**src/common/overlay_macros.svh**
```systemverilog
`ifndef OVERLAY_MACROS_SVH
`define OVERLAY_MACROS_SVH

// ******************************
// widths
// ******************************
`define OVL_COORD_W     11              // pixel x / y counter width
`define OVL_COLOR_W     24              // rgb888

// ******************************
// colours
// ******************************
`define OVL_BACK_COLOR  24'h00ff00      // screen and label background, green
`define OVL_INK_COLOR   24'hffffff      // text ink, white
`define OVL_GLYPH_BACK  24'h000000      // side column background, black

// ******************************
// label row, one line at the bottom
// ******************************
`define OVL_LABEL_Y     446
`define OVL_LABEL_H     16
`define OVL_FREQ_X      10              // frequency label
`define OVL_FREQ_W      48
`define OVL_VPP_X       160             // peak-to-peak label
`define OVL_VPP_W       64

// side column glyphs, square
`define OVL_GLYPH_X     740
`define OVL_GLYPH_SIZE  32
`define OVL_GLYPH0_Y    161
`define OVL_GLYPH1_Y    193

`endif

```
**src/common/overlay_pkg.sv**
```systemverilog
`default_nettype none

`include "overlay_macros.svh"

package overlay_pkg;

    // one raster coordinate from the timing generator
    typedef struct packed {
        logic [`OVL_COORD_W-1:0] x;     // column
        logic [`OVL_COORD_W-1:0] y;     // line
    } pix_pos_t;

    // which overlay window a pixel falls into
    typedef enum logic [2:0] {
        none       = 3'd0,
        label_freq = 3'd1,
        label_vpp  = 3'd2,
        glyph_0    = 3'd3,
        glyph_1    = 3'd4
    } region_e;

    // decoded window plus bitmap address inside it
    typedef struct packed {
        region_e    region;
        logic [4:0] row;                // bitmap line, 0..31
        logic [6:0] col;                // bitmap column from the left, 0..63
    } region_hit_t;

endpackage

`default_nettype wire

```
**src/font/glyph_font_rom.sv**
```systemverilog
`timescale 1ns/1ps
`default_nettype none

`include "overlay_macros.svh"

module glyph_font_rom (
    input  overlay_pkg::region_hit_t hit,
    output logic                     glyph_ink
);

    // ******************************
    // side column glyphs, 32x32
    // ******************************
    localparam logic [`OVL_GLYPH_SIZE-1:0] glyph0_bmp [`OVL_GLYPH_SIZE] = '{
        32'h00000000,               // rows 0..4 blank
        32'h00000000,
        32'h00000000,
        32'h00000000,
        32'h00000000,
        32'h00060070,
        32'h3FFFFFF8,
        32'h180FF070,
        32'h000E7070,
        32'h000E3070,
        32'h080E30F0,
        32'h0C1E30E0,
        32'h061C30E0,
        32'h031C38E0,
        32'h03BC39E0,
        32'h01F819C0,
        32'h00F81DC0,
        32'h00F01DC0,
        32'h00F80F80,
        32'h00FC0F80,
        32'h01DC0F80,
        32'h03DE0F00,
        32'h038F0F80,
        32'h070F1FC0,
        32'h0E073DE0,
        32'h1C0771F0,
        32'h3801E0F8,
        32'h7003C07E,
        32'h40070038,
        32'h001C0000,
        32'h00000000,
        32'h00000000
    };

    localparam logic [`OVL_GLYPH_SIZE-1:0] glyph1_bmp [`OVL_GLYPH_SIZE] = '{
        32'h00000000,
        32'h00000000,
        32'h000000E0,
        32'h1C1FFFF0,
        32'h0E0C01F0,
        32'h0F01C780,
        32'h0700FE00,
        32'h07007C00,
        32'h07183C30,
        32'h001FFFF8,
        32'h001C3878,
        32'h001C3878,
        32'h031C3878,
        32'h7F9FFFF8,
        32'h379C3878,
        32'h079C3878,
        32'h079C3878,
        32'h079C3878,
        32'h079FFFF8,
        32'h079C3878,
        32'h079C3878,
        32'h079C3878,
        32'h079C3878,
        32'h079C3BF8,
        32'h079C3BF0,
        32'h1FD830F0,
        32'h3CF00060,
        32'h787FFFFF,
        32'h701FFFFC,
        32'h0003FFF8,
        32'h00000000,
        32'h00000000
    };

    logic [4:0] glyph_bit;

    assign glyph_bit = 5'(`OVL_GLYPH_SIZE - 1) - hit.col[4:0];   // leftmost pixel is bit 31

    always_comb begin
        case (hit.region)
            overlay_pkg::glyph_0: glyph_ink = glyph0_bmp[hit.row][glyph_bit];
            overlay_pkg::glyph_1: glyph_ink = glyph1_bmp[hit.row][glyph_bit];
            default:              glyph_ink = 1'b0;     // labels and background
        endcase
    end

endmodule

`default_nettype wire

```
**src/font/label_font_rom.sv**
```systemverilog
`timescale 1ns/1ps
`default_nettype none

`include "overlay_macros.svh"

module label_font_rom (
    input  overlay_pkg::region_hit_t hit,
    output logic                     label_ink
);

    // ******************************
    // label bitmaps, msb is leftmost
    // ******************************
    localparam logic [`OVL_FREQ_W-1:0] freq_bmp [`OVL_LABEL_H] = '{
        48'h100002000000,
        48'h11FE01000000,
        48'h50207FFC0000,
        48'h5C4002000000,
        48'h51FC44440000,
        48'h51042F880000,
        48'hFF2411100000,
        48'h012422480000,
        48'h11244FE40000,
        48'h552400203000,
        48'h552401003000,
        48'h5544FFFE0000,
        48'h845001003000,
        48'h088801003000,
        48'h310401000000,
        48'hC20201000000
    };

    localparam logic [`OVL_VPP_W-1:0] vpp_bmp [`OVL_LABEL_H] = '{
        64'h1040104008400000,
        64'h1040104008400000,
        64'h10FC10FC0FFC0000,
        64'h1088108810400000,
        64'h5550555010400000,
        64'h5420542033F80000,
        64'h54D854D832080000,
        64'h5726572653F80000,
        64'h54F854F892080000,
        64'h5420542013F83000,
        64'h54F854F812083000,
        64'h5C205C2013F80000,
        64'h67FE67FE12083000,
        64'h0020002012083000,
        64'h002000201FFE0000,
        64'h0020002000000000
    };

    logic [5:0] freq_bit;
    logic [5:0] vpp_bit;

    // column 0 maps to the top bit of the row
    assign freq_bit = 6'(`OVL_FREQ_W - 1) - hit.col[5:0];
    assign vpp_bit  = 6'(`OVL_VPP_W - 1) - hit.col[5:0];

    always_comb begin
        case (hit.region)
            overlay_pkg::label_freq: label_ink = freq_bmp[hit.row[3:0]][freq_bit];
            overlay_pkg::label_vpp:  label_ink = vpp_bmp[hit.row[3:0]][vpp_bit];
            default:                 label_ink = 1'b0;  // glyphs and background
        endcase
    end

endmodule

`default_nettype wire

```
**src/overlay_top.sv**
```systemverilog
`timescale 1ns/1ps
`default_nettype none

`include "overlay_macros.svh"

module overlay_top (
    input  logic                    lcd_pclk,
    input  logic                    rst_n,
    input  overlay_pkg::pix_pos_t   pixel_pos,
    output logic                    back_en,
    output logic [`OVL_COLOR_W-1:0] pixel_data
);

    overlay_pkg::region_hit_t hit;
    logic                     label_ink;
    logic                     glyph_ink;

    // ******************************
    // decode, same cycle
    // ******************************
    region_decode u_region_decode (
        .pixel_pos (pixel_pos),
        .hit       (hit),
        .back_en   (back_en)
    );

    label_font_rom u_label_font_rom (
        .hit       (hit),
        .label_ink (label_ink)
    );

    glyph_font_rom u_glyph_font_rom (
        .hit       (hit),
        .glyph_ink (glyph_ink)
    );

    // colour out one clock later
    pixel_color_reg u_pixel_color_reg (
        .lcd_pclk   (lcd_pclk),
        .rst_n      (rst_n),
        .region     (hit.region),
        .label_ink  (label_ink),
        .glyph_ink  (glyph_ink),
        .pixel_data (pixel_data)
    );

endmodule

`default_nettype wire

```
**src/pixel_color_reg.sv**
```systemverilog
`timescale 1ns/1ps
`default_nettype none

`include "overlay_macros.svh"

module pixel_color_reg (
    input  logic                    lcd_pclk,
    input  logic                    rst_n,
    input  overlay_pkg::region_e    region,
    input  logic                    label_ink,
    input  logic                    glyph_ink,
    output logic [`OVL_COLOR_W-1:0] pixel_data
);

    logic [`OVL_COLOR_W-1:0] color_nxt;

    // ******************************
    // colour by region class
    // ******************************
    always_comb begin
        case (region)
            overlay_pkg::label_freq,
            overlay_pkg::label_vpp:
                color_nxt = label_ink ? `OVL_INK_COLOR : `OVL_BACK_COLOR;    // white on green
            overlay_pkg::glyph_0,
            overlay_pkg::glyph_1:
                color_nxt = glyph_ink ? `OVL_INK_COLOR : `OVL_GLYPH_BACK;    // white on black
            default:
                color_nxt = `OVL_BACK_COLOR;    // plain screen
        endcase
    end

    // one pixel clock of latency
    always_ff @(posedge lcd_pclk or negedge rst_n) begin
        if (!rst_n) begin
            pixel_data <= `OVL_BACK_COLOR;
        end else begin
            pixel_data <= color_nxt;
        end
    end

    // font tables raise ink only inside their own window class
    a_label_ink_class : assert property (@(posedge lcd_pclk) disable iff (!rst_n)
        label_ink |-> ((region == overlay_pkg::label_freq)
            || (region == overlay_pkg::label_vpp)))
        else $error("label ink set in region %0d", region);

    a_glyph_ink_class : assert property (@(posedge lcd_pclk) disable iff (!rst_n)
        glyph_ink |-> ((region == overlay_pkg::glyph_0)
            || (region == overlay_pkg::glyph_1)))
        else $error("glyph ink set in region %0d", region);

endmodule

`default_nettype wire

```
**src/region_decode.sv**
```systemverilog
`timescale 1ns/1ps
`default_nettype none

`include "overlay_macros.svh"

module region_decode (
    input  overlay_pkg::pix_pos_t    pixel_pos,
    output overlay_pkg::region_hit_t hit,
    output logic                     back_en
);

    logic                    in_label_y;
    logic                    in_glyph_x;
    logic                    in_freq;
    logic                    in_vpp;
    logic                    in_glyph0;
    logic                    in_glyph1;
    logic [3:0]              match;
    logic [`OVL_COORD_W-1:0] freq_col;
    logic [`OVL_COORD_W-1:0] vpp_col;
    logic [`OVL_COORD_W-1:0] glyph_col;
    logic [`OVL_COORD_W-1:0] label_row;
    logic [`OVL_COORD_W-1:0] glyph0_row;
    logic [`OVL_COORD_W-1:0] glyph1_row;

    // ******************************
    // window compare
    // ******************************
    // x windows lead by one pixel and span start-1 .. start+width-2
    assign in_label_y = (pixel_pos.y >= `OVL_COORD_W'(`OVL_LABEL_Y))
                     && (pixel_pos.y <  `OVL_COORD_W'(`OVL_LABEL_Y + `OVL_LABEL_H));

    assign in_glyph_x = (pixel_pos.x >= `OVL_COORD_W'(`OVL_GLYPH_X - 1))
                     && (pixel_pos.x <  `OVL_COORD_W'(`OVL_GLYPH_X + `OVL_GLYPH_SIZE - 1));

    assign in_freq = in_label_y
                  && (pixel_pos.x >= `OVL_COORD_W'(`OVL_FREQ_X - 1))
                  && (pixel_pos.x <  `OVL_COORD_W'(`OVL_FREQ_X + `OVL_FREQ_W - 1));

    assign in_vpp = in_label_y
                 && (pixel_pos.x >= `OVL_COORD_W'(`OVL_VPP_X - 1))
                 && (pixel_pos.x <  `OVL_COORD_W'(`OVL_VPP_X + `OVL_VPP_W - 1));

    assign in_glyph0 = in_glyph_x
                    && (pixel_pos.y >= `OVL_COORD_W'(`OVL_GLYPH0_Y))
                    && (pixel_pos.y <  `OVL_COORD_W'(`OVL_GLYPH0_Y + `OVL_GLYPH_SIZE));

    assign in_glyph1 = in_glyph_x
                    && (pixel_pos.y >= `OVL_COORD_W'(`OVL_GLYPH1_Y))
                    && (pixel_pos.y <  `OVL_COORD_W'(`OVL_GLYPH1_Y + `OVL_GLYPH_SIZE));

    assign match   = {in_glyph1, in_glyph0, in_vpp, in_freq};
    assign back_en = |match;                // any fixed window

    // ******************************
    // bitmap address
    // ******************************
    assign freq_col   = pixel_pos.x + `OVL_COORD_W'(1) - `OVL_COORD_W'(`OVL_FREQ_X);
    assign vpp_col    = pixel_pos.x + `OVL_COORD_W'(1) - `OVL_COORD_W'(`OVL_VPP_X);
    assign glyph_col  = pixel_pos.x + `OVL_COORD_W'(1) - `OVL_COORD_W'(`OVL_GLYPH_X);
    assign label_row  = pixel_pos.y - `OVL_COORD_W'(`OVL_LABEL_Y);
    assign glyph0_row = pixel_pos.y - `OVL_COORD_W'(`OVL_GLYPH0_Y);
    assign glyph1_row = pixel_pos.y - `OVL_COORD_W'(`OVL_GLYPH1_Y);

    always_comb begin
        hit.region = overlay_pkg::none;     // address stays zero outside
        hit.row    = '0;
        hit.col    = '0;
        if (in_freq) begin
            hit.region = overlay_pkg::label_freq;
            hit.row    = 5'(label_row);
            hit.col    = 7'(freq_col);
        end else if (in_vpp) begin
            hit.region = overlay_pkg::label_vpp;
            hit.row    = 5'(label_row);
            hit.col    = 7'(vpp_col);
        end else if (in_glyph0) begin
            hit.region = overlay_pkg::glyph_0;
            hit.row    = 5'(glyph0_row);
            hit.col    = 7'(glyph_col);
        end else if (in_glyph1) begin
            hit.region = overlay_pkg::glyph_1;
            hit.row    = 5'(glyph1_row);
            hit.col    = 7'(glyph_col);
        end
    end

endmodule

`default_nettype wire
```
**config.mk**
```make
export PLATFORM = sky130hd
export DESIGN_NAME = overlay_top
export DESIGN_NICKNAME = d
export VERILOG_FILES = /design/src/common/overlay_pkg.sv /design/src/font/glyph_font_rom.sv /design/src/font/label_font_rom.sv /design/src/overlay_top.sv /design/src/pixel_color_reg.sv /design/src/region_decode.sv
export VERILOG_INCLUDE_DIRS = /design/src /design/src/common
export SDC_FILE = /design/constraint.sdc
export NUM_CORES = 1
export LEC_CHECK = 0
export ABC_AREA = 1
export BUFFER_PORTS_ARGS = -buffer_cell sky130_fd_sc_hd__buf_2
export CAP_MARGIN = 25
export CORE_ASPECT_RATIO = 1.5
export CORE_MARGIN = 2
export CORE_UTILIZATION = 35
export DETAILED_ROUTE_END_ITERATION = 10
export SYNTH_ARGS = -nofsm -noshare
export SYNTH_HDL_FRONTEND = slang
export SYNTH_SLANG_ARGS = --single-unit
```
**constraint.sdc**
```tcl
create_clock -name lcd_pclk -period 4.8 [get_ports lcd_pclk]
set_clock_uncertainty 0.1 [all_clocks]
set_input_delay 0.72 -clock lcd_pclk [delete_from_list [all_inputs] [get_ports lcd_pclk]]
set_output_delay 0.72 -clock lcd_pclk [all_outputs]
set_load 0.005 [all_outputs]
```
# Yosys cells after proc, flatten, opt, wreduce, memory -nomap -nowiden
# Memory sizes are Yosys's and may differ from the RTL's.
# Cells that the tools add are included.
# op_classes
addsub,10
bitwise,2
n_lt_le_gt_ge,17
n_eq_ne,4
mux,25
n_reduce_logical,13
# ops
operator,n
$mux W32,4
$mux W64,2
$mux W48,2
$mux W15,4
$mux W24,2
$pmux W24 S2,1
$ge A11 B8 Y1 const B,3
$lt A11 B8 Y1 const B,3
$lt A6 B7 Y1 const B,2
$bmux W1 S6,2
$sub A6 B6 Y6 const A,2
$ge A11 B10 Y1 const B,1
$ge A11 B4 Y1 const B,1
$ge A11 B9 Y1 const B,1
$lt A11 B10 Y1 const B,1
$lt A11 B6 Y1 const B,1
$lt A11 B9 Y1 const B,1
$bmux W1 S5,2
$logic_and A1 B1 Y1,10
$sub A5 B1 Y5 const B,2
$add A7 B1 Y7 const B,1
$sub A7 B4 Y7 const B,1
$sub A7 B6 Y7 const B,1
$sub A7 B7 Y7 const B,1
14 further kinds,20
# totals
rom_bits,3840
ff_bits,24
memories,4
output_inout_bits,25
# mem_list
memory,depth,width,read_ports,rd_ports_with_merged_regs,wr,line,text
(no name shown),32,32,1,0,0,glyph_font_rom.sv:91,overlay_pkg::glyph_1: glyph_ink = glyph1_bmp[hit.row][glyph_bit];
(no name shown),16,64,1,0,0,label_font_rom.sv:62,overlay_pkg::label_vpp: label_ink = vpp_bmp[hit.row[3:0]][vpp_bit];
(no name shown),32,32,1,0,0,glyph_font_rom.sv:90,overlay_pkg::glyph_0: glyph_ink = glyph0_bmp[hit.row][glyph_bit];
(no name shown),16,48,1,0,0,label_font_rom.sv:61,overlay_pkg::label_freq: label_ink = freq_bmp[hit.row[3:0]][freq_bit];

# Depth between registers and ports, before layout
# logic_depth
depth_word,17
ltp_mapped,32
ltp_nobuf,32

# Modules after synthesis
# Synthesis repeated with hierarchy kept, for this count alone.
# hier_totals
hier_cells,855
area_unflattened_um2,4310.4
# by_module_without_submodules
module,area_each_um2,instances,cells_per_inst
glyph_font_rom,1637.8,1,351
label_font_rom,1242.4,1,271
region_decode,1159.9,1,199
pixel_color_reg,270.3,1,34

# Worst setup path before layout
# No wires, ideal clock.
# synth_timing
path_type,input port to flip-flop
from,input pixel_pos[1] (netlist name)
to,register u_pixel_color_reg.pixel_data[22]
arrival_time_ns,3.627
path_stages,24
slack_ns,0.956
cell_sequence,ha_1 nand2_2 nand3_1 nand2_1 nand2_1 nor2_4 nand3_2 nand2_2 inv_2 o21ai_0 inv_1 ha_1 nand3_1 nand2_2 inv_2 nand3_1 o2111ai_1 nand2_1 nand2_1 nand2_1 a21oi_1 nor2_1 nor2_1 nand2_1
# synth_between
elab_chain_len,16
elab_cells_between_ends,58
classes_between,6 x add/sub; 6 x order compare; 4 x eq/ne; 25 x mux; 2 x bitwise; 11 x reduce/logical; 4 x memory
# synth_lines
item,line,text
start: declaration,overlay_top.sv:9,"input overlay_pkg::pix_pos_t pixel_pos,"
$ge A11 B8 Y1,region_decode.sv:49,&& (pixel_pos.y >= `OVL_COORD_W'(`OVL_GLYPH1_Y))
$logic_and A1 B1 Y1 (2 in a row),region_decode.sv:48,assign in_glyph1 = in_glyph_x
$mux W15,region_decode.sv:81,end else if (in_glyph1) begin
$mux W15,region_decode.sv:77,end else if (in_glyph0) begin
$mux W15,region_decode.sv:73,end else if (in_vpp) begin
$mux W15 *,region_decode.sv:69,if (in_freq) begin
$not A5 Y6 (not written as such) / $not A4 Y5 (equally long branches),n/a,
"$mem_v2 Z32 W32, or another cell as far along",n/a,
"$mux W32 (not written as such), or another cell as far along (2 in a row)",glyph_font_rom.sv:91,
"$bmux W1 S5, or another cell as far along",glyph_font_rom.sv:91,
"$mux W1, on equally long branches",n/a,
"$pmux W1 S2, on equally long branches","glyph_font_rom.sv:89, label_font_rom.sv:60",
$mux W24 (no source line),n/a,
$pmux W24 S2 *,pixel_color_reg.sv:21,case (region)
end signal: assignment,pixel_color_reg.sv:36,pixel_data <= `OVL_BACK_COLOR;
end signal: assignment,pixel_color_reg.sv:38,pixel_data <= color_nxt;
end: declaration,pixel_color_reg.sv:12,output logic [`OVL_COLOR_W-1:0] pixel_data
# Mark *: on every way between the ends. The rest lies on a longest branch, timed or not. The select of a mux whose other input is x is not followed.

# Worst setup path after layout
# layout_timing
from,input pixel_pos[1] (netlist name)
to,register u_pixel_color_reg.pixel_data[15]
# layout_between
elab_chain_len,16
elab_cells_between_ends,43
classes_between,4 x add/sub; 6 x order compare; 4 x eq/ne; 15 x mux; 1 x bitwise; 11 x reduce/logical; 2 x memory
# layout_lines
item,line,text
$ge A11 B8 Y1,region_decode.sv:49,
$logic_and A1 B1 Y1 (2 in a row),region_decode.sv:48,
$mux W15,region_decode.sv:81,
$mux W15,region_decode.sv:77,
$mux W15,region_decode.sv:73,
$mux W15 *,region_decode.sv:69,
$not A5 Y6 (not written as such),"glyph_font_rom.sv:90, glyph_font_rom.sv:91",
"$mem_v2 Z32 W32, on equally long branches",n/a,
"$mux W32, on equally long branches (2 in a row)","glyph_font_rom.sv:91, glyph_font_rom.sv:90",
"$bmux W1 S5, on equally long branches","glyph_font_rom.sv:91, glyph_font_rom.sv:90",
"$mux W1, on equally long branches","glyph_font_rom.sv:91, glyph_font_rom.sv:90",
$pmux W1 S2,glyph_font_rom.sv:89,case (hit.region)
$mux W24 (no source line),n/a,
$pmux W24 S2 *,pixel_color_reg.sv:21,
# Marks and branches as above.

==> metrics.cfg <==
[clocking]
ctsResizeCount=0
clock-sinks=2
htreeDepth=1
cts_setup_buffers=0
clk_pin_slew_ns=0.03
clockRootBuffer=clkbuf_16
tritoncts=yes
cts_buffer_depth=2
numCtsBuffers=3
cts_hold_buf=0

[status]
status=completed

[power]
sw_frac_of_total_pct=35.6
combPwrFrac_pct=41.3
powerDensity_nw_per_um2=55.4
peakVddDrop_v=0.0000765
p_int_mw=0.160
clock_power_share_pct=51.8
pwr-share-seq_pct=6.9
p_switching_mw=0.0887
p_leak_nw=2.51
power_mw=0.249

[global_route]
grt_usage_pct=28.4
grt-ovfl-total=0
grt_pass1_wl_um=28900
grt_pass1_vias=5457
antenna_found_initial=0
grt_max_degree=24

[finish]
multiInputGateArea_um2=3470
area_growth_syn_to_layout_pct=6.18
final_layout_size_suffix_gt1_share_pct=13.6
fillerInstances=1472
register_area_um2=51.3
top_regs=u_pixel_color_reg.pixel_data x2
final_util_pct=37.8
diodes=0
largest_reg_flops=2
fin_nets=939
regMostFlops=u_pixel_color_reg.pixel_data

[synth]
syn_inst=873
yosysWarnings=0
synthMuxAreaShare_pct=0
ys_top_cells_by_area=nand2_1, nand3_1, nor2_1
synthArstFlopShare_pct=100
synth-simple-area-share_pct=62.1
yosysMostFrequentCell=nand2_1
synth_area_per_cell_um2=4.85
synth-seq-cells=2
yosys_most_used_dff=dfstp_2
yosys.area_share.adder_pct=7.39
synth_compound_area_share_pct=11.1
synth_top_area_share_pct=29.1
synth_fp_nets=922
synth_xor_area_share_pct=1.24
synthesis.area_um2=4230
synthTopCellsByCount=nand2_1, nand3_1, nor2_1
synth_cell_types=39
yosys.area.top_type=nand2_1
synth-edff-count=0
synth_top_family_by_area=simple AND/OR/NAND/NOR gates
synth_seq_area_share_pct=1.21

[detailed_routing]
drc=0
route.met3.wl_um=1640
routedWlPerCell_um=17.8
wl_met1_um=6370
num_vias=5959
wl_um=18600
viasPerCell=5.72
dr.pass1.iters=6
dr.first_iter.drc_count=719
route.met2.wl_um=8660
postRouteAntennaNets=0
dr.max_layer_used=met4

[sta]
layout_min_cycle_time_ns=4.33
slew_headroom_pct=57.5
whs_ns=0.176
fmax_mhz=231
hold_violations=0
worst_pin_slew_ns=0.637
slew_violations=0
finalSetupTns_ns=0
rsz0062_at_grt=false
setup_violations=0
period_share_pct=90.3

[floorplanning]
die_h_um=139
die-area_um2=13000
die_w_um=93.8
start_util_pct=35.6
core_region_area_um2=11900
num_rows=49
ioPinCount=49

[worst_setup_path]
worstSetupPathType=input port to flop
cp.required_ns=4.86
worstPathArrival_ns=4.39
slowest_delay_ns=0.41
critPathSlowestCell=ha_2
cp-end-kind=flop
critPathMostFrequentCell=nand2_1
cp_max_fo=10
startpoint_type=input port
critPathLaunch=pixel_pos[1]

[placed_design]
place.port_buffers=48
dpl.hpwl_um=13900
gp_congestion=1.18

[flow_run]
maxCapViolations=0

[hold_path]
min_path_type=input port to asynchronous set/reset pin

-- kinds of logic after synthesis --
logic type                 Yosys count
and+or+nand+nor                    603
buffers and inverters              150
AOI/OAI and AO/OA                   87
adders and majority gates           25
xor gates and xnor gates             6
DFF                                  2
-- final cells by class --
type                            instances  share of cell area [%]
Multi-Input combinational cell        721                    77.1
Inverter                              104                    8.69
Timing Repair Buffer                   58                    7.02
Tap cell                              153                    4.26
Clock buffer                            4                    1.75
Sequential cell                         2                    1.14
-- layout by cell type (no fill, tap or decap), types with 18 or more instances in the layout --
master and instances:
nand2_1 328, nand3_1 111, nor2_1 100, inv_1 83
buf_2 48, a21oi_1 35, o21ai_0 25, ha_1 24
inv_2 19, nand4_1 18
-- critical path, delay by kind of cell --
family          cells  cell delay (ns)
simple gates       20             2.08
buf+inv             5             0.68
fa+ha+maj           2             0.63
compound gates      2             0.25
-- how the worst max path moves through the flow --
stage	slack [ns]	cells after the start	endpoint
floorplan	0.96	24	u_pixel_color_reg.pixel_data[22]
global placement	0.36	29	u_pixel_color_reg.pixel_data[15]
detailed placement	0.32	29	u_pixel_color_reg.pixel_data[15]
CTS	0.53	29	u_pixel_color_reg.pixel_data[15]
global route	0.09	29	u_pixel_color_reg.pixel_data[15]
finish	0.47	29	u_pixel_color_reg.pixel_data[15]
-- per-layer routing --
layer / up-vias / GRT usage (%)
li1: 2803 / -
met1: 2613 / 31.9
met2: 409 / 47.0
met3: 134 / 4.73
met4: 0 / 21.3
met5: - / 0
-- power by group through the flow --
stage | clock network [mW] | registers (mW) | logic (mW)
after floorplan | 0 | 0.0173 | 0.0674
after global placement | 0 | 0.0173 | 0.101
after detailed placement | 0 | 0.0173 | 0.101
after CTS | 0.130 | 0.0171 | 0.102
after global routing | 0.133 | 0.0171 | 0.116
final | 0.129 | 0.0171 | 0.103
-- through the flow --
| step | instances | cell area [µm²] | setup WS [ns] |
|---|---|---|---|
| floorplan | 873 | 4230 | 0.956 |
| global placement | 1038 | 4410 | 0.356 |
| detailed placement | 1038 | 4410 | 0.315 |
| CTS | 1042 | 4490 | 0.526 |
| global route | 1042 | 4490 | 0.0945 |
| finish | 1042 | 4490 | 0.467 |
(Power assumes the default switching activity.)
